## src/verilog/lms_types_pkg.sv

```systemverilog
`default_nettype none

package lms_types_pkg;

  // ----------------------------------------------------------------------
  // Sample and tap formats, all signed fixed point
  // ----------------------------------------------------------------------
  localparam int SAMPLE_W = 16;
  localparam int TAP_W    = 16;
  localparam int PROD_W   = SAMPLE_W + TAP_W;

  // ----------------------------------------------------------------------
  // Filter geometry
  // ----------------------------------------------------------------------
  localparam int NUM_TAPS   = 4;
  localparam int NUM_PHASES = 4;
  localparam int PHASE_W    = $clog2(NUM_PHASES);

  // One memory row per phase, tap i at bits TAP_W*i upward
  localparam int ROW_W = NUM_TAPS * TAP_W;
  // Data window, newest sample in element 0
  localparam int WIN_W = NUM_TAPS * SAMPLE_W;

  // Exact width of the sum of NUM_TAPS products
  localparam int ACC_W = PROD_W + $clog2(NUM_TAPS);

  // Step size of the adaptation as a power of two
  localparam int STEP_SHIFT = 8;

endpackage

`default_nettype wire

```

## src/verilog/tap_memory.sv

```systemverilog
`default_nettype none

module tap_memory import lms_types_pkg::*; (
  input  wire                clk,
  input  wire                we,
  input  wire  [PHASE_W-1:0] addr,
  input  wire  [ROW_W-1:0]   wdata,
  output logic [ROW_W-1:0]   rdata
);

  // One row of taps per phase
  logic [ROW_W-1:0] rows [NUM_PHASES];

  // Single port, read data registered every cycle.
  // A write cycle returns the old row.
  always_ff @(posedge clk) begin
    if (we) begin
      rows[addr] <= wdata;
    end
    rdata <= rows[addr];
  end

endmodule

`default_nettype wire

```

## config.mk

```make
export PLATFORM = sky130hd
export DESIGN_NAME = tap_memory
export DESIGN_NICKNAME = d
export VERILOG_FILES = /design/src/verilog/lms_types_pkg.sv /design/src/verilog/tap_memory.sv
export SDC_FILE = /design/constraint.sdc
export NUM_CORES = 1
export LEC_CHECK = 0
export BUFFER_PORTS_ARGS = -buffer_cell sky130_fd_sc_hd__buf_2
export CAP_MARGIN = 5
export CORE_MARGIN = 8
export CORE_UTILIZATION = 38
export DETAILED_ROUTE_END_ITERATION = 8
export HOLD_SLACK_MARGIN = 0.12
export PLACE_DENSITY = 0.53
export SYNTH_ARGS = -nofsm -noshare
export SYNTH_HDL_FRONTEND = slang
export SYNTH_SLANG_ARGS = --single-unit
```

## constraint.sdc

```tcl
create_clock -name clk -period 21.6 [get_ports clk]
set_input_delay 4.32 -clock clk [delete_from_list [all_inputs] [get_ports clk]]
set_output_delay 4.32 -clock clk [all_outputs]
set_load 0.01 [all_outputs]
```

Word level (Yosys, flattened, before mapping)
Memory sizes are Yosys's and may differ from the RTL's. A register that Yosys moved wholly into a read port is not among the register bits.
Index checks and enable logic that the tools add are counted.
- muxes and demuxes: 2
- operators with widths (kind ; count):
    $mux 1 ; 2
- register bits: 0
- bits in writable memories: 256
- bits of input ports: 68
- output and inout bits: 64
- word-level logic and storage cells: 3
- memories kept: 1
- memories (name ; depth ; bits a word ; rd ports ; clocked after Yosys merged registers in ; wr ports ; line ; source):
    rows ; 4 ; 64 ; 1 ; 1 ; 1 ; tap_memory.sv:12 ; logic [ROW_W-1:0] rows [NUM_PHASES];

Logic depth before layout (Yosys ltp)
- depth in word-level cells: 2
- gate-level depth with buffers: 4
- depth with buffers taken out: 1

Worst setup path after synthesis
Ideal clock, no wire load.
- kind: input-to-reg
- from: input port addr[1]
- to: memory rows[0][0] (netlist name) (enable)
- library setup time: 578 ps
- arrival time: 9499 ps
- slack: 11523 ps
- cell stages on the path: 4
- cell sequence: buf_2 > buf_2 > buf_2 > nor3b_1
- RTL lines (what ; line ; source):
    from (decl) ; tap_memory.sv:6 ; input wire [PHASE_W-1:0] addr,
    to (decl) ; tap_memory.sv:12 ;
Straight into the memory's write port.

Worst setup path after layout
- from: input port addr[0]
- to: memory rows[0][29] (netlist name) (enable)
Straight into the memory's write port.

==> impl_results.md <==
* Maximum VDD drop at 86.9 uV
* Reg area at about 0.0090 mm^2
* Area Overhead vs Synth at 20.6%
* Total Routing Usage GR at 12.0%
* TritonCTS Sinks at 320
* Internal reg-to-reg setup slack at 20590 ps
* P per Cell Area at around 110 mW/mm^2
* Worst-Skew Late Latency at 490 ps
* Hold EP: rdata[25]
* CP cell instances: buf_4, nor3b_2, buf_4
* Maximum clock frequency at ~0.16 GHz
* Setup_tns at 0 ps
* Max-slew violations at 0
* Crit path max-delay cell type: nor3b_2
* Pin count of the biggest net entering global routing at 65
* Crit path required time at 21720 ps
* Routed Antenna Nets at 0
* Worst hold path type: flop to flop
* Number of synthesis warnings at 0
* Synth Instances at 404
* Post-synthesis sequential area ratio at around 85%
* Critical path class: primary input to flop
* Fill cells at 2294
* Die X at ~180 um
* Worst Reg-to-Reg Cells at 1
* Worst reg2reg path endpoint: rdata[5]
* Initial antenna violation count at 4
* Distinct cells, synth at 10
* Post-Synthesis Net Count at roughly 470
* Total Die Area at 0.0334 mm^2
* DR iter-0 viols at 213
* Routed vias/inst at 4.65
* H-tree depth at 2
* Ports at 132
* Nets at 628
* Multi-input gate area at ~0.0015 mm^2
* Layout Skew at 5.62 ps
* RePlAce Congestion at 0.662
* WL/cell at 20.6 um
* Post-CTS Setup Bufs at 0
* Crit path time final at 6370 ps
* R2r startpoint: rows[3][5]
* First-pass GRT wire length at between 30000 and 40000 um
* Final Cycle Share at 29.5%
* Residual DRC at 0
* Min-Delay Path Depth at 1
* Number of global-route vias before repair at 5217
* Critical path arrival at 6490 ps
* Starting Density at 38.4%
* Most Frequent Cell on Critical Path: buf_4
* Slew headroom at 18.9%
* Setup crit end kind: flop
* Worst hold start: rows[2][25]
* Clock buffer count from CTS at 34
* Buffer levels on the longest clock path at 3
* Antenna diodes at 0
* Final setup violation count at 0
* Commonest non-fill, non-tap cell in the layout: edfxtp_1
* RSZ-0062 raised after global routing: false
* LEAKAGE at 4.40 nW
* Worst-path maximum fanout at 51
* Worst Tran Pin Value at 1210 ps
* # hold bufs at CTS at 0
* Total gr overflow at 0
* Core area at approximately 0.028 mm^2
* Post-CTS Resized at 0
* Core Util, Final at 46.3%
* CTS tree: done
* CTS Root Cell: clkbuf_16
* Post-Syn Area at 0.0106 mm^2
* Status: finished, final reports clean
* Commonest cells after routing, fill and taps aside: edfxtp_1, buf_2, mux4_2, dfxtp_1, clkbuf_16
* Max-cap violations at 0
* Max incr delay on CP at roughly 1000 ps
* Post-synthesis average cell area at roughly 26 um^2
* Fraction of layout cells with a size suffix above 1 at between 40% and 50%
* Hold slack at 552 ps
* Core Rows at 61
* Drt first pass iters at 4
* CTS clk-pin slew, worst paths at approximately 60 ps
* # port buffers at 131
* Yosys reg bits at 320
* Final hold vios at 0
* Via count at approximately 4500
* Die height at 183 um
* CP startpoint kind: primary input
* DP HPWL at 11800 um
* Post-Route WL at 19800 um
## worst max-delay path: cells and delay by family
kind / cells / cell delay [ps]
buffers and inverters: 2 / 1080
AND/OR/NAND/NOR: 1 / 1030
## cell type report
type	count	area share, %
sequential	320	70.4
multi-input combinational	68	11.7
clock buffer	48	7.82
timing repair buffer	136	5.48
tap	378	3.71
clock inverter	13	0.933
## logic make-up after synthesis
family / count (synthesis) / synth area share (%)
buffers and inverters: 16 / 1.20
DFF: 320 / 84.9
muxes: 64 / 13.6
and+or+nand+nor: 4 / 0.296
## report_power, final
| part | total (W) | switching, W | internal (W) |
|---|---|---|---|
| logic | 0.0000668 | 0.0000361 | 0.0000307 |
| registers | 0.000713 | 0.00000918 | 0.000703 |
| clock network | 0.000567 | 0.000221 | 0.000346 |
| total | 0.00135 | 0.000266 | 0.00108 |
## worst max-delay path by stage
stage / startpoint / depth (start not counted) / to / slack (ps)
4_1_cts: addr[0] / 3 / rows[0][29] / 15110
2_1_floorplan: addr[1] / 4 / rows[0][0] / 11520
3_3_place_gp: addr[0] / 3 / rows[0][33] / 14700
6_report: addr[0] / 3 / rows[0][29] / 15230
5_1_grt: addr[0] / 3 / rows[0][29] / 14980
3_5_place_dp: addr[0] / 3 / rows[0][33] / 14580
## routing by layer
metal,wire [um],vias up,track usage [%]
met5,49,-,0
met4,458,8,4.56
met3,1110,41,3.34
met2,10100,117,20.9
met1,8070,2309,14.0
li1,-,1999,-
## metrics by stage
stage          power (W)  std cells  area [um^2]  setup WS (ps)
3_3_place_gp    0.000792        902        11600          14700
3_5_place_dp    0.000796        902        11600          14580
5_1_grt          0.00140        963        12700          14980
2_1_floorplan   0.000761        404        10600          11520
4_1_cts          0.00137        963        12700          15110
6_report         0.00135        963        12700          15230
## synthesized netlist by cell type
| cell type | count | area [um^2] |
|---|---|---|
| edfxtp_1 | 256 | 7690 |
| dfxtp_1 | 64 | 1280 |
| mux4_2 | 64 | 1440 |
| buf_2 | 8 | 40.0 |
| clkbuf_1 | 4 | 15.0 |
| buf_12 | 3 | 60.1 |
| and3b_1 | 2 | 17.5 |
| and3_1 | 1 | 6.26 |
| buf_6 | 1 | 11.3 |
| nor3b_1 | 1 | 7.51 |
## sequential cells by signal, summed over array words and instances, names as in the netlist
name   count
rdata     64
rows     256
Note: power is estimated with default switching activity, not from simulation.
