`src/verilog/lms_types_pkg.sv`:
```
`default_nettype none

package lms_types_pkg;

  // ----------------------------------------------------------------------
  // Sample and tap formats, all signed fixed point
  // ----------------------------------------------------------------------
  localparam int SAMPLE_W = 16;
  localparam int TAP_W    = 16;
  localparam int PROD_W   = SAMPLE_W + TAP_W;

  // ----------------------------------------------------------------------
  // Filter geometry
  // ----------------------------------------------------------------------
  localparam int NUM_TAPS   = 4;
  localparam int NUM_PHASES = 4;
  localparam int PHASE_W    = $clog2(NUM_PHASES);

  // One memory row per phase, tap i at bits TAP_W*i upward
  localparam int ROW_W = NUM_TAPS * TAP_W;
  // Data window, newest sample in element 0
  localparam int WIN_W = NUM_TAPS * SAMPLE_W;

  // Exact width of the sum of NUM_TAPS products
  localparam int ACC_W = PROD_W + $clog2(NUM_TAPS);

  // Step size of the adaptation as a power of two
  localparam int STEP_SHIFT = 8;

endpackage

`default_nettype wire

```
`src/verilog/stage_ctrl.sv`:
```
`default_nettype none

module stage_ctrl import lms_types_pkg::*; (
  input  wire                clk,
  input  wire                reset,
  input  wire                sample_strobe,
  input  wire                load_strobe,
  input  wire  [PHASE_W-1:0] load_phase,
  input  wire  [ROW_W-1:0]   load_row,
  input  wire                y_valid,
  input  wire                load_gnt,
  output logic [PHASE_W-1:0] phase,
  output logic [PHASE_W-1:0] last_phase,
  output logic               load_req,
  output logic [PHASE_W-1:0] load_addr,
  output logic [ROW_W-1:0]   load_wdata
);

  // ----------------------------------------------------------------------
  // Phase rotation
  // ----------------------------------------------------------------------
  // sample_strobe here is the accepted sample from the filter
  always_ff @(posedge clk) begin
    if (reset) begin
      phase      <= '0;
      last_phase <= '0;
    end else begin
      if (sample_strobe) begin
        phase <= (phase == PHASE_W'(NUM_PHASES - 1)) ? '0 : phase + 1'b1;
      end
      // Phase already moved on, the output used the previous one
      if (y_valid) begin
        last_phase <= (phase == '0) ? PHASE_W'(NUM_PHASES - 1) : phase - 1'b1;
      end
    end
  end

  // Host load, held until granted
  always_ff @(posedge clk) begin
    if (reset) begin
      load_req <= 1'b0;
    end else if (load_gnt) begin
      load_req <= 1'b0;
    end else if (load_strobe) begin
      load_req <= 1'b1;
    end
  end

  always_ff @(posedge clk) begin
    if (load_strobe && !load_req) begin
      load_addr  <= load_phase;
      load_wdata <= load_row;
    end
  end

  // Load has top priority, so it never waits
  assert property (@(posedge clk) disable iff (reset) load_req |-> load_gnt);

endmodule

`default_nettype wire

```
`config.mk`:
```
export PLATFORM = sky130hd
export DESIGN_NAME = stage_ctrl
export DESIGN_NICKNAME = d
export VERILOG_FILES = /design/src/verilog/lms_types_pkg.sv /design/src/verilog/stage_ctrl.sv
export SDC_FILE = /design/constraint.sdc
export NUM_CORES = 1
export LEC_CHECK = 0
export BUFFER_PORTS_ARGS = -buffer_cell sky130_fd_sc_hd__buf_2
export CORE_ASPECT_RATIO = 0.9
export CORE_MARGIN = 2
export CORE_UTILIZATION = 37
export CTS_CLUSTER_DIAMETER = 200
export DETAILED_ROUTE_END_ITERATION = 10
export HOLD_SLACK_MARGIN = 0.03
export PLACE_DENSITY = 0.86
export SYNTH_ARGS = -nofsm -noshare
export SYNTH_HDL_FRONTEND = slang
export SYNTH_SLANG_ARGS = --single-unit
export TNS_END_PERCENT = 20
```
`constraint.sdc`:
```
create_clock -name clk -period 3.8 [get_ports clk]
set_clock_uncertainty 0.05 [all_clocks]
set_input_delay 0 -clock clk [delete_from_list [all_inputs] [get_ports clk]]
set_output_delay 0 -clock clk [all_outputs]
set_load 0.1 [all_outputs]
```
# Yosys cells after proc, flatten, opt, wreduce, memory -nomap -nowiden

Index checks and enable logic that the tools add are counted.

Bits in registers: 71

Add/sub/neg operators: 2
Equal/unequal tests: 1
Multiplexer cells: 2
Reductions and logical operators: 4

Operators by type and width:

| operator                                                           | count |
|---|---|
| 2-bit two-way mux                                                  | 2 |
| 2-bit by 1-bit adder with 2-bit output, second input constant      | 1 |
| 2-bit == test, second input constant                               | 1 |
| 2-bit logical NOT                                                  | 1 |
| 2-bit OR reduction                                                 | 1 |
| 2-bit by 1-bit subtractor with 2-bit output, second input constant | 1 |
| 1-bit logical AND                                                  | 1 |
| 1-bit logical NOT                                                  | 1 |

# Depth between registers and ports, before layout

Word-level depth: 2
Gate-level depth with buffers: 4
Mapped depth without buffers: 4

# Worst setup path after synthesis

Ideal clock, no wire load.

Path type: register to register
Start point: register load_req
End point: register load_addr[0] (enable)
Library setup time: 497 ps
Data arrival time: 3715 ps
Required time: 3253 ps
Slack: -461 ps
Cell stages (with the launch flop): 2
Path through: dfxtp_1 nor2b_1

Longest elaborated chain between the ends: 2

RTL lines:

| item                   | line             | RTL |
|---|---|---|
| from (decl)            | stage_ctrl.sv:14 | `output logic load_req,` |
| from (signal assigned) | stage_ctrl.sv:41 | `load_req <= 1'b0;` |
| from (signal assigned) | stage_ctrl.sv:43 | `load_req <= 1'b0;` |
| from (signal assigned) | stage_ctrl.sv:45 | `load_req <= 1'b1;` |
| 1-bit logical NOT      | stage_ctrl.sv:50 | `if (load_strobe && !load_req) begin` |
| 1-bit logical AND      | stage_ctrl.sv:50 |  |
| to (signal assigned)   | stage_ctrl.sv:51 | `load_addr <= load_phase;` |
| to (decl)              | stage_ctrl.sv:15 | `output logic [PHASE_W-1:0] load_addr,` |

Every way passes these cells.
A chain may end at the register's enable or synchronous reset.

# Worst setup path in the final report

Start point: register phase[0]
End point: register phase[0]

Longest elaborated chain between the ends: 2

RTL lines:

| item                                                                           | line             | RTL |
|---|---|---|
| from (decl)                                                                    | stage_ctrl.sv:12 | `output logic [PHASE_W-1:0] phase,` |
| from (signal assigned)                                                         | stage_ctrl.sv:29 | `phase <= (phase == PHASE_W'(NUM_PHASES - 1)) ? '0 : phase + 1'b1;` |
| 2-bit by 1-bit adder with 2-bit output / 2-bit == test (equally long branches) | stage_ctrl.sv:29 |  |
| 2-bit two-way mux (*)                                                          | stage_ctrl.sv:29 |  |

Every way passes the cells marked *; elsewhere a longest branch is shown, timed or not.

==> run summary <==
Clk_lat worst skew: 0.34 ns
IO buf count: 142
CTS root buffer: clkbuf_8
Worst-Margin Slew: 0.536 ns
GPL Wtd Cong: 0.707
Yosys warning count: 0
DP HPWL: 3660 um
Hold Startpoint: load_strobe
Syn_nets: 161
Hold crit path type: primary input to register
Max-cap violations: 0
Most frequent cells in the layout: 142 x buf_2, 73 x dlygate4sd3_1, 66 x edfxtp_1
CORE AREA: 0.00569 mm^2
Post-synthesis mux area share: 0.00457
Routed wire length: 7100 um
# IOs: 143
Req. time, crit path: 4.04 ns
CTS tree: built
Main combinational cell family by area after synthesis: simple AND/OR/NAND/NOR gates
Compound-Gate Fraction of Synth Area: 0.0109
NumNets Final: 389
Vias in the first global route: 1,969
Initial Utilization: 0.384
CP Max Fanout: 5
Routed via count: 1,824
Crit. Startpoint: phase[0]
DR pass1 iterations: 4
Max clock buf depth: 2
Die X: 85.1 um
Worst stage delay on the critical path: 0.60 ns
Final min period: 1.90 ns
Antenna cells: 0
Remaining antenna violation count: 0
Seq/Total Area, Yosys: 0.951
Synth Area in Adders: 0.0114
Postcts setup bufs: 0
PwrDens: 511 mW/mm^2
Die ar.: 0.00655 mm^2
Mapped Avg Cell Area: 25.2 um^2
Crit path buf inv count: 1
Placed Instances: 301
Cell row count: 26
Unrepaired setup endpoints after global routing: false
Library cells used by synthesis: 12
Clk slew on worst S/H paths: 0.08 ns
Via density: 4.68
Post-synth design cell area: 0.00219 mm^2
Fin. max-slew vios: 0
CP startpoint kind: register
Htree depth: 3
Status: completed
Resize count post-CTS: 0
Final std cells w/o fill: 390
Setup CP Type: register to register
Synth Area in Simple Gates: 0.0166
XOR/XNOR Fraction of Synth Area: 0
Final Cycle Share: 0.501
Fin Setup TNS: 0 ns
DRC viols: 0
WL per Instance: 18.2 um
CTS buffer count: 9
Finish-stage setup viols: 0
VDD IR max: 0.351 mV
Rel. slew slack: 0.642
Initial DRC Count: 141
Die Y-Extent: 77.0 um
Leakage: 0.00172 uW
Fin. Hold Viols: 0
R2R Path Start: phase[0]
Commonest non-fill, non-tap cell in the layout: buf_2
GR Util All Layers: 0.224
CP max-delay cell: dlygate4sd3_1
Crit path cell chain: ha_1 > or4b_1 > o31ai_1 > dlygate4sd3_1
Layout area overhead: 79.2%
Mapped Cells: 87
Fillers: 351
CP Data Arrival Time: 2.14 ns
Synth Register Bits: 71
Layout cell share with drive strength beyond 1: 0.497
Grt total ovfl: 0
Clock sink count: 71
First-pass GRT wire length: 10,600 um
FMAX: 0.525 GHz
Largest net degree at the start of global routing: 26
CP top delay family: buffers and inverters
Worst Setup End Kind: register
Initial antenna violation count: 0
[metrics by stage]
stage / hold WS, ns / total power (uW) / cell area, um^2 / setup slack (ns) / util
detailed placement: 0.128 / 1380 / 3010 / 2.22 / 0.529
global route: 0.0998 / 2060 / 3920 / 1.83 / 0.689
CTS: 0.0937 / 1990 / 3920 / 2.00 / 0.689
finish: 0.110 / 2000 / 3920 / 1.90 / 0.689
global placement: 0.126 / 1370 / 3010 / 2.28 / 0.529
floorplan: 0.0224 / 1290 / 2190 / 0.794 / -
[registers in the layout (all words and copies together) (netlist names)]
| name | cells |
|---|---|
| last_phase | 2 |
| load_addr | 2 |
| load_req | 1 |
| load_wdata | 64 |
| phase | 2 |
[synth_stat cells, drive strengths merged]
cell type  count  share of area
nor3           1         0.0023
dfxtp          5          0.046
a211oi         1         0.0034
ha             2          0.011
nor2b          1         0.0029
edfxtp        66           0.91
or4b           1         0.0046
mux2i          1         0.0046
o31ai          1         0.0034
nor2           4         0.0069
inv            3         0.0051
a311oi         1         0.0040
[timing repair]
action,4_1_cts,5_1_grt
hold endpoints to repair,71,0
setup endpoints to repair,0,0
hold buffers,73,0
[metal layers]
| metal | wire length (um) | vias to the layer above | global-route usage | share of wire |
|---|---|---|---|---|
| li1 | - | 797 | - | - |
| met1 | 2410 | 863 | 0.245 | 0.34 |
| met2 | 3690 | 148 | 0.388 | 0.52 |
| met3 | 822 | 16 | 0.0947 | 0.12 |
| met4 | 176 | 0 | 0.0810 | 0.025 |
| met5 | 0 | - | 0 | 0 |
[layout make-up]
type | instances | area (um^2) | area share
sequential | 71 | 2080 | 0.531
inverter | 3 | 11.3 | 0.00287
clock buffer | 11 | 131 | 0.0335
tap | 70 | 87.6 | 0.0223
multi-input combinational | 13 | 103 | 0.0262
timing repair buffer | 217 | 1460 | 0.371
clock inverter | 5 | 50.0 | 0.0128
[path summary, 6_finish.rpt]
kind / to / depth (start not counted) / slack, ns
setup reg to reg: phase[0] / 4 / 1.90
hold / removal: load_wdata[33] / 2 / 0.11
hold reg to reg: last_phase[0] / 2 / 0.51
setup / recovery: phase[0] / 4 / 1.90
[worst register-to-register path, cell delays in order, from the launching register on]
cell,delay (ns)
dfxtp_1,0.36
ha_1,0.22
or4b_1,0.52
o31ai_1,0.10
dlygate4sd3_1,0.60
[power by group]
group          switching, uW  leakage, uW  internal [uW]
clock                    270    0.0000968            299
sequential              18.8     0.000680            909
combinational            395     0.000941            111
total                    684      0.00172           1320
[logic make-up after synthesis]
group	count (synthesis)
buffers and inverters	3
flip-flops	71
adder cells (fa/ha/maj)	2
AO/OA/AOI/OAI	3
multiplexers	1
AND/OR/NAND/NOR	7
(Power assumes the default switching activity.)
