$ cat config.mk
export PLATFORM = sky130hd
export DESIGN_NAME = tap_mem_arbiter
export DESIGN_NICKNAME = d
export VERILOG_FILES = /design/src/verilog/lms_types_pkg.sv /design/src/verilog/lms_ctrl_pkg.sv /design/src/verilog/tap_mem_arbiter.sv
export SDC_FILE = /design/constraint.sdc
export NUM_CORES = 1
export LEC_CHECK = 0
export CELL_PAD_IN_SITES_DETAIL_PLACEMENT = 0
export CELL_PAD_IN_SITES_GLOBAL_PLACEMENT = 1
export CORE_AREA = 2 2 82 84
export DETAILED_ROUTE_END_ITERATION = 8
export DIE_AREA = 0 0 84 86
export DONT_BUFFER_PORTS = 1
export PLACE_DENSITY = 0.46
export SLEW_MARGIN = 10
export SYNTH_ARGS = -nofsm -noshare
export SYNTH_HDL_FRONTEND = slang
export SYNTH_SLANG_ARGS = --single-unit
export TNS_END_PERCENT = 20
$ cat constraint.sdc
create_clock -name vclk -period 1.9
set_input_delay 0.285 -clock vclk [all_inputs]
set_output_delay 0.285 -clock vclk [all_outputs]
set_load 0.02 [all_outputs]
$ cat src/verilog/lms_types_pkg.sv
`default_nettype none

package lms_types_pkg;

  // ----------------------------------------------------------------------
  // Sample and tap formats, all signed fixed point
  // ----------------------------------------------------------------------
  localparam int SAMPLE_W = 16;
  localparam int TAP_W    = 16;
  localparam int PROD_W   = SAMPLE_W + TAP_W;

  // ----------------------------------------------------------------------
  // Filter geometry
  // ----------------------------------------------------------------------
  localparam int NUM_TAPS   = 4;
  localparam int NUM_PHASES = 4;
  localparam int PHASE_W    = $clog2(NUM_PHASES);

  // One memory row per phase, tap i at bits TAP_W*i upward
  localparam int ROW_W = NUM_TAPS * TAP_W;
  // Data window, newest sample in element 0
  localparam int WIN_W = NUM_TAPS * SAMPLE_W;

  // Exact width of the sum of NUM_TAPS products
  localparam int ACC_W = PROD_W + $clog2(NUM_TAPS);

  // Step size of the adaptation as a power of two
  localparam int STEP_SHIFT = 8;

endpackage

`default_nettype wire

$ cat src/verilog/lms_ctrl_pkg.sv
`default_nettype none

package lms_ctrl_pkg;

  // Requesters on the shared tap memory
  typedef enum logic [1:0] {
    OWNER_NONE,
    OWNER_LOAD,
    OWNER_UPDATE,
    OWNER_FILTER
  } mem_owner_e;

  // Filter output sequence
  typedef enum logic [1:0] {
    FIR_IDLE,
    FIR_REQUEST,
    FIR_WAIT,
    FIR_SUM
  } fir_state_e;

  // Read-modify-write of one row
  typedef enum logic [1:0] {
    UPD_IDLE,
    UPD_READ,
    UPD_WAIT,
    UPD_WRITE
  } upd_state_e;

endpackage

`default_nettype wire

$ cat src/verilog/tap_mem_arbiter.sv
`default_nettype none

module tap_mem_arbiter import lms_types_pkg::*, lms_ctrl_pkg::*; (
  input  wire                clk,
  input  wire                reset,
  input  wire                load_req,
  input  wire  [PHASE_W-1:0] load_addr,
  input  wire  [ROW_W-1:0]   load_wdata,
  input  wire                upd_req,
  input  wire                upd_we,
  input  wire  [PHASE_W-1:0] upd_addr,
  input  wire  [ROW_W-1:0]   upd_wdata,
  input  wire                fir_req,
  input  wire  [PHASE_W-1:0] fir_addr,
  output logic               load_gnt,
  output logic               upd_gnt,
  output logic               fir_gnt,
  output logic               mem_we,
  output logic [PHASE_W-1:0] mem_addr,
  output logic [ROW_W-1:0]   mem_wdata
);

  mem_owner_e owner;

  // Fixed priority of host load over update over filter
  always_comb begin
    if (load_req) begin
      owner = OWNER_LOAD;
    end else if (upd_req) begin
      owner = OWNER_UPDATE;
    end else if (fir_req) begin
      owner = OWNER_FILTER;
    end else begin
      owner = OWNER_NONE;
    end
  end

  assign load_gnt = (owner == OWNER_LOAD);
  assign upd_gnt  = (owner == OWNER_UPDATE);
  assign fir_gnt  = (owner == OWNER_FILTER);

  // ----------------------------------------------------------------------
  // Memory port mux
  // ----------------------------------------------------------------------
  always_comb begin
    mem_we    = 1'b0;
    mem_addr  = fir_addr;
    mem_wdata = load_wdata;
    case (owner)
      OWNER_LOAD: begin
        mem_we   = 1'b1;
        mem_addr = load_addr;
      end
      OWNER_UPDATE: begin
        mem_we    = upd_we;
        mem_addr  = upd_addr;
        mem_wdata = upd_wdata;
      end
      default: begin
        mem_we = 1'b0;
      end
    endcase
  end

  // Losers keep asking until served
  assert property (@(posedge clk) disable iff (reset)
    upd_req && !upd_gnt |=> upd_req);
  assert property (@(posedge clk) disable iff (reset)
    fir_req && !fir_gnt |=> fir_req);

endmodule

`default_nettype wire

Word level (Yosys, flattened, before mapping). Cells that the tools add are included.

Bits in latches: 0. Memory bits (writable): 0. Bits in read-only memories: 0. Memories: 0. Register bits: 0.

Equality and inequality tests: 3. Shift-type cells: 0. Mux-type cells: 6. Bitwise gates (word level): 0. Multipliers: 0. Order comparisons: 0. Add/subtract/negate cells: 0. Reduce and logical (&&, ||, !) cells: 0. Div/mod/pow operators: 0.

Operators with widths (number): 64-bit two-way mux (1); 2-bit two-way mux (3); 2-bit == test (second input constant) (2); 2-bit one-hot mux with 2 select lines (1); 2-bit by 1-bit == test with 1-bit output (second input constant) (1); 1-bit one-hot mux with 2 select lines (1).

Longest topological paths before layout.
Depth after elaboration: 5. Mapped depth: 6.

Least setup slack after synthesis. Ideal clock, no wire load.

Path kind: in2out. Start: in upd_req. End: out mem_wdata[10]. Cell stages on the path: 6. Data required time: 1.615 ns. Setup slack: 0.085 ns. Arrival: 1.530 ns. Cell sequence: inv_1 > a21oi_1 > ha_1 > buf_6 > buf_12 > mux2_4.

Longest elaborated chain between the ends: 4.

Ends and longest elaborated chain: from (decl) (RTL line tap_mem_arbiter.sv:9) `input wire upd_req,`; 2-bit two-way mux (RTL line tap_mem_arbiter.sv:29) `end else if (upd_req) begin`; 2-bit two-way mux (RTL line tap_mem_arbiter.sv:27) `if (load_req) begin`; 2-bit == test; named net upd_gnt (RTL line tap_mem_arbiter.sv:16) `output logic upd_gnt,`; 64-bit two-way mux (RTL line tap_mem_arbiter.sv:49) `case (owner)`; to (decl) (RTL line tap_mem_arbiter.sv:20) `output logic [ROW_W-1:0] mem_wdata`.

The timed path passes the listed nets, and every way through them passes these cells.

Final worst setup path.
Start: in upd_req. End: out mem_wdata[49].

Longest elaborated chain between the ends: 4.

Ends and longest elaborated chain (RTL line): 2-bit two-way mux (tap_mem_arbiter.sv:29); 2-bit two-way mux (tap_mem_arbiter.sv:27); 2-bit == test (tap_mem_arbiter.sv:49); 64-bit two-way mux (tap_mem_arbiter.sv:49).

No other way between the ends.

==> summary.md <==
| Metric | Value |
|---|---|
| Status | `completed` |
| Sequential power share | `0%` |
| Peak supply drop | `0.1199 mV` |
| DP Wirelength | `3616 um` |
| Part of the cycle the worst path needs | `between 90% and 100%` |
| Switching power | `247.6 uW` |
| Io pins | `210` |
| Final WL | `about 3900 um` |
| Initial Utilization | `19.10%` |
| Buf+Inv Stages, Crit Path | `2` |
| Via count | `774` |
| Hold Buf Count CTS | `0` |
| Crit path launch | `upd_req` |
| DRT Pass-1 Iters | `4` |
| Initial DRC Count | `10` |
| Die height | `86 um` |
| Critical Path RT | `1.62 ns` |
| Maximum capacitance violations | `0` |
| Combinational share of power | `100.0%` |
| Register area | `0 um2` |
| Final Util | `19.73%` |
| Final min period | `1.793 ns` |
| Final-layout clock buffer total | `0` |
| Yosys warning count | `0` |
| Max Fanout on Critical Path | `32` |
| Post-route ant nets | `0` |
| Crit path cell chain | `inv_1 -> a21oi_1 -> ha_4 -> buf_12 -> mux2_4` |
| Critical Path Slowest Stage Cell | `mux2_4` |
| Post-synthesis instance total | `89` |
| WS Path Type | `primary input to primary output` |
| Register area share after synthesis | `0%` |
| Placed Area | `1239 um2` |
| Via density | `4.720` |
| Antenna diode count | `0` |
| Fin Setup TNS | `0 ns` |
| RSZ-0062 raised after global routing | `no` |
| Tightest Hold Check Type | `primary input to primary output` |
| Internal | `between 150 and 200 uW` |
| Largest net degree at the start of global routing | `33` |
| Drt wl/cell | `23.48 um` |
| Core region area | `6277 um2` |
| Worst path max stage delay | `~0.37 ns` |
| CP top delay family | `multiplexers` |
| Hold path cells | `1` |
| Die width | `roughly 84 um` |
| Slew HR | `between 70% and 80%` |
| Leak | `approximately 0.00054 uW` |
| Syn Nets | `233` |
| Commonest non-fill, non-tap cell in the layout | `mux2_4` |
| Die area | `7224 um2` |
| # resized after CTS | `0` |
| Design Area, Final | `1239 um2` |
| FMAX | `between 500 and 600 MHz` |
| Vias in the first global route | `802` |
| Avg Inst Size Synth | `13.47 um2` |
| Layout cells sized above 1 | `about 82%` |
| Sw Ratio | `56.51%` |
| FFs & Latches | `0` |
| Grt ovf | `0` |
| Drt drc | `0` |
| GPL Wtd Cong | `0.7862` |
| Commonest cells after routing, fill and taps aside | `mux2_4, mux2_2, nor2_1, ha_1, buf_4` |
| First-pass GRT wire length | `4809 um` |
| Cell Rows | `29` |
| Pwr/cell area | `between 300 and 400 nW/um2` |
| Hold path start | `upd_wdata[60]` |
| Postcts setup bufs | `0` |
| Clk pwr share | `0%` |
| CP Data Arrival Time | `1.51 ns` |
| Initial antenna violation count | `0` |
| IO buf count | `0` |
| Crit. End Element | `primary output` |
| Final hold vios | `0` |
| Final setup fails | `0` |
| Global Route Usage Sum | `8.320%` |
| # nets final | `233` |
| Count of pins over their slew limit | `0` |
| P&R area growth vs syn | `3.340%` |
| Critical path startpoint category | `primary input` |
| Mapped Area | `1199 um2` |
| WP depth | `5` |
| Unique cell type count in the Yosys netlist | `13` |
| Worst Tran Pin Value | `0.3823 ns` |
[kinds of logic (layout without fill, tap and decap cells)]
logic type,after synthesis,count (layout),synth area share [%]
adders and majority gates,4,4,4.176
AOI/OAI and AO/OA,7,7,3.549
and+or+nand+nor,6,6,2.088
buffers and inverters,8,6,11.27
muxes,64,64,78.91
[layout make-up]
type	instances	area (um2)
Fill cell	672	5039
Multi-Input combinational cell	81	1076
Tap cell	77	96.34
Timing Repair Buffer	5	62.56
Inverter	1	3.754
[worst paths after layout]
kind	slack, ns	end
max	0.11	mem_wdata[49]
min	0.73	mem_wdata[60]
[synth_stat cells]
| cell | number | area share, % |
|---|---|---|
| o21ai_0 | 2 | 0.84 |
| buf_12 | 6 | 10 |
| buf_6 | 1 | 0.94 |
| a21oi_1 | 2 | 0.84 |
| mux2_2 | 4 | 3.8 |
| nand2_1 | 2 | 0.63 |
| a21o_1 | 1 | 0.63 |
| or2_2 | 1 | 0.52 |
| nor2_1 | 3 | 0.94 |
| inv_1 | 1 | 0.31 |
| mux2_4 | 60 | 75 |
| ha_1 | 4 | 4.2 |
| a22oi_1 | 2 | 1.3 |
[per-layer routing]
| layer | vias to the layer above | wire length (um) | global-route usage, % |
|---|---|---|---|
| li1 | 331 | - | - |
| met1 | 360 | 1394 | 10.69 |
| met2 | 83 | 2178 | 16.07 |
| met3 | 0 | 278 | 0.6737 |
| met4 | 0 | 0 | 0 |
| met5 | - | 0 | 0 |
[power groups by stage]
stage	sequential [uW]	combinational [uW]	clock [uW]
6_report	0	438	0
5_1_grt	0	454	0
4_1_cts	0	442	0
3_5_place_dp	0	440	0
3_3_place_gp	0	441	0
2_1_floorplan	0	415	0
[through the flow]
| stage | std cells | total power, uW | hold slack, ns | setup WS, ns |
|---|---|---|---|---|
| global route | 164 | 453.9 | 0.7321 | 0.03509 |
| CTS | 164 | 442.0 | 0.7310 | 0.09923 |
| detailed placement | 164 | 440.3 | 0.7310 | 0.1010 |
| finish | 164 | 438.2 | 0.7303 | 0.1072 |
| floorplan | 89 | 415.4 | 0.7294 | 0.08536 |
| global placement | 164 | 441.5 | 0.7322 | 0.1200 |
(Power assumes the default switching activity.)
