===== src/verilog/lms_types_pkg.sv =====
`default_nettype none

package lms_types_pkg;

  // ----------------------------------------------------------------------
  // Sample and tap formats, all signed fixed point
  // ----------------------------------------------------------------------
  localparam int SAMPLE_W = 16;
  localparam int TAP_W    = 16;
  localparam int PROD_W   = SAMPLE_W + TAP_W;

  // ----------------------------------------------------------------------
  // Filter geometry
  // ----------------------------------------------------------------------
  localparam int NUM_TAPS   = 4;
  localparam int NUM_PHASES = 4;
  localparam int PHASE_W    = $clog2(NUM_PHASES);

  // One memory row per phase, tap i at bits TAP_W*i upward
  localparam int ROW_W = NUM_TAPS * TAP_W;
  // Data window, newest sample in element 0
  localparam int WIN_W = NUM_TAPS * SAMPLE_W;

  // Exact width of the sum of NUM_TAPS products
  localparam int ACC_W = PROD_W + $clog2(NUM_TAPS);

  // Step size of the adaptation as a power of two
  localparam int STEP_SHIFT = 8;

endpackage

`default_nettype wire


===== src/verilog/lms_ctrl_pkg.sv =====
`default_nettype none

package lms_ctrl_pkg;

  // Requesters on the shared tap memory
  typedef enum logic [1:0] {
    OWNER_NONE,
    OWNER_LOAD,
    OWNER_UPDATE,
    OWNER_FILTER
  } mem_owner_e;

  // Filter output sequence
  typedef enum logic [1:0] {
    FIR_IDLE,
    FIR_REQUEST,
    FIR_WAIT,
    FIR_SUM
  } fir_state_e;

  // Read-modify-write of one row
  typedef enum logic [1:0] {
    UPD_IDLE,
    UPD_READ,
    UPD_WAIT,
    UPD_WRITE
  } upd_state_e;

endpackage

`default_nettype wire


===== src/verilog/tap_update.sv =====
`default_nettype none

module tap_update import lms_types_pkg::*, lms_ctrl_pkg::*; (
  input  wire                        clk,
  input  wire                        reset,
  input  wire                        err_strobe,
  input  wire  signed [SAMPLE_W-1:0] err,
  input  wire         [PHASE_W-1:0]  last_phase,
  input  wire         [WIN_W-1:0]    window,
  input  wire                        upd_gnt,
  input  wire         [ROW_W-1:0]    mem_rdata,
  output logic                       upd_req,
  output logic                       upd_we,
  output logic        [PHASE_W-1:0]  upd_addr,
  output logic        [ROW_W-1:0]    upd_wdata,
  output logic                       update_busy
);

  upd_state_e state;
  logic                       start;
  logic signed [SAMPLE_W-1:0] err_q;
  logic        [WIN_W-1:0]    win_q;
  logic        [ROW_W-1:0]    new_row;

  assign start       = err_strobe && (state == UPD_IDLE);
  assign upd_req     = (state == UPD_READ) || (state == UPD_WRITE);
  assign upd_we      = (state == UPD_WRITE);
  assign update_busy = (state != UPD_IDLE);

  // Each tap gains (err * x) >>> STEP_SHIFT and wraps to TAP_W
  always_comb begin
    logic signed [PROD_W-1:0] prod;
    for (int i = 0; i < NUM_TAPS; i++) begin
      prod = err_q * $signed(win_q[i*SAMPLE_W +: SAMPLE_W]);
      new_row[i*TAP_W +: TAP_W] = mem_rdata[i*TAP_W +: TAP_W]
                                + TAP_W'(prod >>> STEP_SHIFT);
    end
  end

  always_ff @(posedge clk) begin
    if (reset) begin
      state <= UPD_IDLE;
    end else begin
      case (state)
        UPD_IDLE:  state <= start ? UPD_READ : UPD_IDLE;
        UPD_READ:  state <= upd_gnt ? UPD_WAIT : UPD_READ;
        UPD_WAIT:  state <= UPD_WRITE;
        default:   state <= upd_gnt ? UPD_IDLE : UPD_WRITE;
      endcase
    end
  end

  // Snapshot of the error, its row and the window
  always_ff @(posedge clk) begin
    if (start) begin
      err_q    <= err;
      upd_addr <= last_phase;
      win_q    <= window;
    end
    if (state == UPD_WAIT) begin
      upd_wdata <= new_row;
    end
  end

endmodule

`default_nettype wire


===== config.mk =====
export PLATFORM = sky130hd
export DESIGN_NAME = tap_update
export DESIGN_NICKNAME = d
export VERILOG_FILES = /design/src/verilog/lms_types_pkg.sv /design/src/verilog/lms_ctrl_pkg.sv /design/src/verilog/tap_update.sv
export SDC_FILE = /design/constraint.sdc
export NUM_CORES = 2
export LEC_CHECK = 0
export BUFFER_PORTS_ARGS = -buffer_cell sky130_fd_sc_hd__buf_2
export CAP_MARGIN = 10
export CORE_UTILIZATION = 50
export CTS_BUF_LIST = sky130_fd_sc_hd__clkbuf_8
export DETAILED_ROUTE_END_ITERATION = 8
export PLACE_DENSITY = 0.79
export SYNTH_ARGS = -nofsm -noshare
export SYNTH_HDL_FRONTEND = slang
export SYNTH_SLANG_ARGS = --single-unit

===== constraint.sdc =====
create_clock -name clk -period 21.7 [get_ports clk]
set_input_delay 4.34 -clock clk [delete_from_list [all_inputs] [get_ports clk]]
set_output_delay 4.34 -clock clk [all_outputs]
set_load 0.02 [all_outputs]

Word level (Yosys, flattened, before mapping) --
Index checks and enable logic that the tools add are counted.
Storage, ports and cells: flip-flop bits (word level) 148, bits of input ports 150, output and inout bits 69, word-level logic and storage cells 24
Operators by class: $add $sub $neg 4, multiply operators 4, eq/ne operators 3, mux-type cells 4, reduce and logical (&&, ||, !) cells 4
Operators with widths (count):
- 16-bit by 16-bit multiplier with 24-bit output | 4
- 16-bit adder | 4
- 2-bit one-hot mux with 3 select lines | 1
- 2-bit == test, second input constant | 2
- 2-bit two-way mux | 2
- 2-bit by 1-bit == test with 1-bit output, second input constant | 1
- 2-bit logical NOT | 1
- 2-bit nonzero test | 1
- 1-bit logical AND | 1
- 1-bit logical OR | 1
- 1-bit two-way mux | 1

Depth between registers and ports, before layout --
depth after elaboration 4, mapped depth 34, depth with buffers taken out 32

Worst setup path before layout --
No wires, ideal clock.
path type input to register, start point input err_strobe, end point register err_q[0], enable pin, library setup time 0.523 ns, arrival time 7.771 ns, required time 21.177 ns, slack 13.406 ns, stages on the path 2, path buffers 0, cells stage by stage inv_1 -> nor2_1
Between the ends: word-level cells in the longest chain between the ends 1
Ends and longest elaborated chain:
- from (decl) | RTL line tap_update.sv:6 | input wire err_strobe,
- 1-bit logical AND | RTL line tap_update.sv:25 | assign start = err_strobe && (state == UPD_IDLE);
- via start | RTL line tap_update.sv:20 | logic start;
- to (signal assigned) | RTL line tap_update.sv:56 | err_q <= err;
- to (decl) | RTL line tap_update.sv:21 | logic signed [SAMPLE_W-1:0] err_q;
The timed path passes the listed nets, and every way through them passes these cells. A chain may end at the register's enable or synchronous reset.

Worst setup path after layout --
start point register err_q[2], end point register upd_wdata[47] (data pin)
Between the ends: word-level cells in the longest chain between the ends 2
Ends and longest elaborated chain:
- 16-bit by 16-bit multiplier with 24-bit output | RTL line tap_update.sv:34 | prod = err_q * $signed(win_q[i*SAMPLE_W +: SAMPLE_W]);
- 16-bit adder | RTL line tap_update.sv:36 | + TAP_W'(prod >>> STEP_SHIFT);
- via new_row[47] | RTL line tap_update.sv:23 | logic [ROW_W-1:0] new_row;
- to (signal assigned) | RTL line tap_update.sv:61 | upd_wdata <= new_row;
- to (decl) | RTL line tap_update.sv:15 | output logic [ROW_W-1:0] upd_wdata,
The timed path passes the listed nets, and every way through them passes these cells.

==> metrics.md <==
| Metric | Value |
|---|---|
| Post-CTS Setup Inserts | `0` |
| Die Height | `272 µm` |
| Clock buffer depth | `2` |
| Post-Synth Adder-Cell Area | `0.530` |
| GRT Util Overall | `0.245` |
| Clk root buf | `clkbuf_8` |
| Data required time of the critical path | `22.06 ns` |
| CP Class | `register to register` |
| Worst EP arrival | `8.83 ns` |
| Num CTS Buffers | `17` |
| Storage element area | `4420 µm²` |
| Initial core utilization | `0.507` |
| Utilization after layout | `0.539` |
| Antenna violations before repair | `5` |
| Xor/xnor share of the synthesized area | `0.0472` |
| Crit end category | `register` |
| CP Launch Point | `err_q[2]$_DFFE_PP_` |
| Die footprint | `73900 µm²` |
| Mapped Nets | `5108` |
| Worst Skew | `0.0383 ns` |
| Multi-input logic area | `27700 µm²` |
| # rows | `98` |
| I/O pin count | `219` |
| Measured slew at the worst slew-check pin | `1.21 ns` |
| Clock transition at the registers of the reported paths | `0.12 ns` |
| Final WL | `85100 µm` |
| Max-slew violations | `0` |
| Final setup vio count | `0` |
| Synth Area per Inst | `9.41 µm²` |
| R2r startpoint | `err_q[2]$_DFFE_PP_` |
| Hold Crit Class | `register to register` |
| Fmax | `118 MHz` |
| Final period util | `0.390` |
| Hold buffers post-CTS | `0` |
| Total negative slack | `0 ns` |
| Relative slew slack | `0.194` |
| Synth Register Bits | `148` |
| CP max stage cell | `edfxtp_1` |
| Synth area leader | `fa_1` |
| DRC | `0` |
| Layout Area Growth over Synthesis | `6.22%` |
| Antenna viol nets, final | `0` |
| PnR worst setup slack | `13.24 ns` |
| Fraction of layout cells with a size suffix above 1 | `0.0712` |
| Simple-gate share of the synthesized area | `0.146` |
| Fin. Hold Viols | `0` |
| Total grt overflow | `0` |
| Distinct cell type count after synthesis | `52` |
| Core footprint | `71700 µm²` |
| R2R Setup Slk | `13.24 ns` |
| Synth Cell Area | `36400 µm²` |
| Port Buffers | `218` |
| Post-Syn Instances | `3866` |
| H-tree level count | `4` |
| Vias | `25700` |
| Async SR Flop Fraction | `0` |
| Synth top area cells | `fa_1 (41%), edfxtp_1 (12%), ha_1 (12%)` |
| Global-route wire length before repair | `142000 µm` |
| Largest net degree at the start of global routing | `65` |
| Post-synthesis mux area share | `0` |
| TritonCTS clock tree | `yes` |
| NumNets Final | `5202` |
| Clk_lat worst skew | `0.62 ns` |
| Largest fanout on the critical path | `34` |
| Area share of the largest cell type after synthesis | `0.411` |
| Unrepaired setup endpoints after global routing | `false` |
| Post-DR wirelength/cell | `17.3 µm` |
| Crit start category | `register` |
| Status | `finished clean` |
| Post-synthesis compound-gate area fraction | `0.0377` |
| CP max stage delay | `1.17 ns` |
| CP endpoint | `upd_wdata[47]$_DFFE_PP_` |
| RD Place Congestion | `0.865` |
| EDFF count, synth | `146` |
| DRT Pass-1 Iters | `6` |
| Main synth FF type | `edfxtp_1` |
| Max cap viols | `0` |
| R2r endpoint | `upd_wdata[47]$_DFFE_PP_` |
| Sink Count | `148` |
| Vias in the first global route | `28300` |
| Via density | `5.21` |
| Setup WS pre-CTS | `13.30 ns` |
| Final Critical Period | `8.47 ns` |
| Worst R2R Path Depth | `29` |
| Largest family of logic cells by synthesized area | `adder cells` |
| DPL Wire Length | `65800 µm` |
| Filler Cells Inserted | `6275` |
| Die span in x | `272 µm` |
| Iteration-0 DRC Markers | `1504` |
| Yosys warns | `0` |
| Sequential fraction of the synthesis area | `0.122` |
| Post-CTS sizing | `0` |
worst max-delay path, delay by kind of cell, from the launching register on:
kind,cells,cell delay (ns)
adder cells (fa/ha/maj),8,3.05
AO/OA/AOI/OAI,8,1.70
AND/OR/NAND/NOR,5,1.25
flip-flops,1,1.17
buffers and inverters,6,0.83
XOR/XNOR,2,0.21
cells in the final DEF, fill, tap and decap left out, types with 3 or more instances in the layout:
cell type and instances:
inv_1 979, fa_1 748, nand2_1 472, and2_1 417
ha_1 344, buf_2 218, xnor2_1 148, edfxtp_1 146
nor2_1 77, a21oi_1 72, xor2_1 48, o21ai_0 37
nand2b_1 31, a21o_1 31, buf_4 23, o21a_1 21
clkbuf_8 17, nor2b_1 16, nor3_1 15, nand3_1 14
o21bai_1 10, nand4_1 9, a211oi_1 9, and3_1 8
a31oi_1 6, inv_6 6, diode_2 4, or3_1 4
a41oi_1 4, inv_8 4, or2_2 3
synthesized netlist by cell type (10+ instances only):
library cell / instances
a21o_1: 31
a21oi_1: 72
and2_1: 417
clkbuf_1: 161
edfxtp_1: 146
fa_1: 748
ha_1: 344
inv_1: 979
nand2_1: 472
nand2b_1: 31
nand3_1: 14
nor2_1: 78
nor2b_1: 17
nor3_1: 15
o21a_1: 21
o21ai_0: 37
o21bai_1: 10
xnor2_1: 148
xor2_1: 48
per-stage QoR:
step           hold slack [ns]  area (µm²)  cells
6_report                 0.568       38700   4927
5_1_grt                  0.630       38700   4925
4_1_cts                  0.572       38600   4923
3_5_place_dp             0.541       38200   4891
3_3_place_gp             0.538       38200   4891
2_1_floorplan            0.499       36400   3866
how the worst min path moves through the flow:
stage / from / end / slack [ns] / depth (start not counted)
2_1_floorplan: state[1]$_SDFF_PP0_ / state[1]$_SDFF_PP0_ / 0.50 / 2
3_3_place_gp: state[1]$_SDFF_PP0_ / state[1]$_SDFF_PP0_ / 0.54 / 2
3_5_place_dp: state[1]$_SDFF_PP0_ / state[1]$_SDFF_PP0_ / 0.54 / 2
4_1_cts: state[1]$_SDFF_PP0_ / state[1]$_SDFF_PP0_ / 0.57 / 2
5_1_grt: state[1]$_SDFF_PP0_ / state[1]$_SDFF_PP0_ / 0.63 / 2
6_report: state[1]$_SDFF_PP0_ / state[1]$_SDFF_PP0_ / 0.57 / 2
cell families (layout without fill, tap and decap cells):
family | Yosys count | in the layout
AOI/OAI and AO/OA | 213 | 213
xor gates and xnor gates | 196 | 196
adders and majority gates | 1092 | 1092
buffers and inverters | 1145 | 1252
DFF | 148 | 148
other | 0 | 4
and+or+nand+nor | 1072 | 1072
sequential cells by signal, summed over array words and instances (netlist names):
name       count
upd_wdata     64
win_q         64
err_q         16
state          2
upd_addr       2
routing by layer:
| metal | routed length [µm] | track usage | up-vias |
|---|---|---|---|
| met3 | 5790 | 0.0400 | 169 |
| li1 | - | - | 11500 |
| met5 | 28 | 0 | - |
| met2 | 43200 | 0.427 | 897 |
| met1 | 33900 | 0.308 | 13100 |
| met4 | 2150 | 0.0807 | 6 |
cell type report:
| type | instances | area share |
|---|---|---|
| Clock inverter | 15 | 0.00463 |
| Timing Repair Buffer | 241 | 0.0327 |
| Tap cell | 950 | 0.0307 |
| Antenna cell | 4 | 0.000259 |
| Sequential cell | 148 | 0.114 |
| Inverter | 979 | 0.0951 |
| Clock buffer | 17 | 0.00605 |
| Multi-Input combinational cell | 2573 | 0.716 |
Power is left out: the tool's default activity adds up to more than one toggle a clock period on the data nets, which glitch-free logic cannot reach.
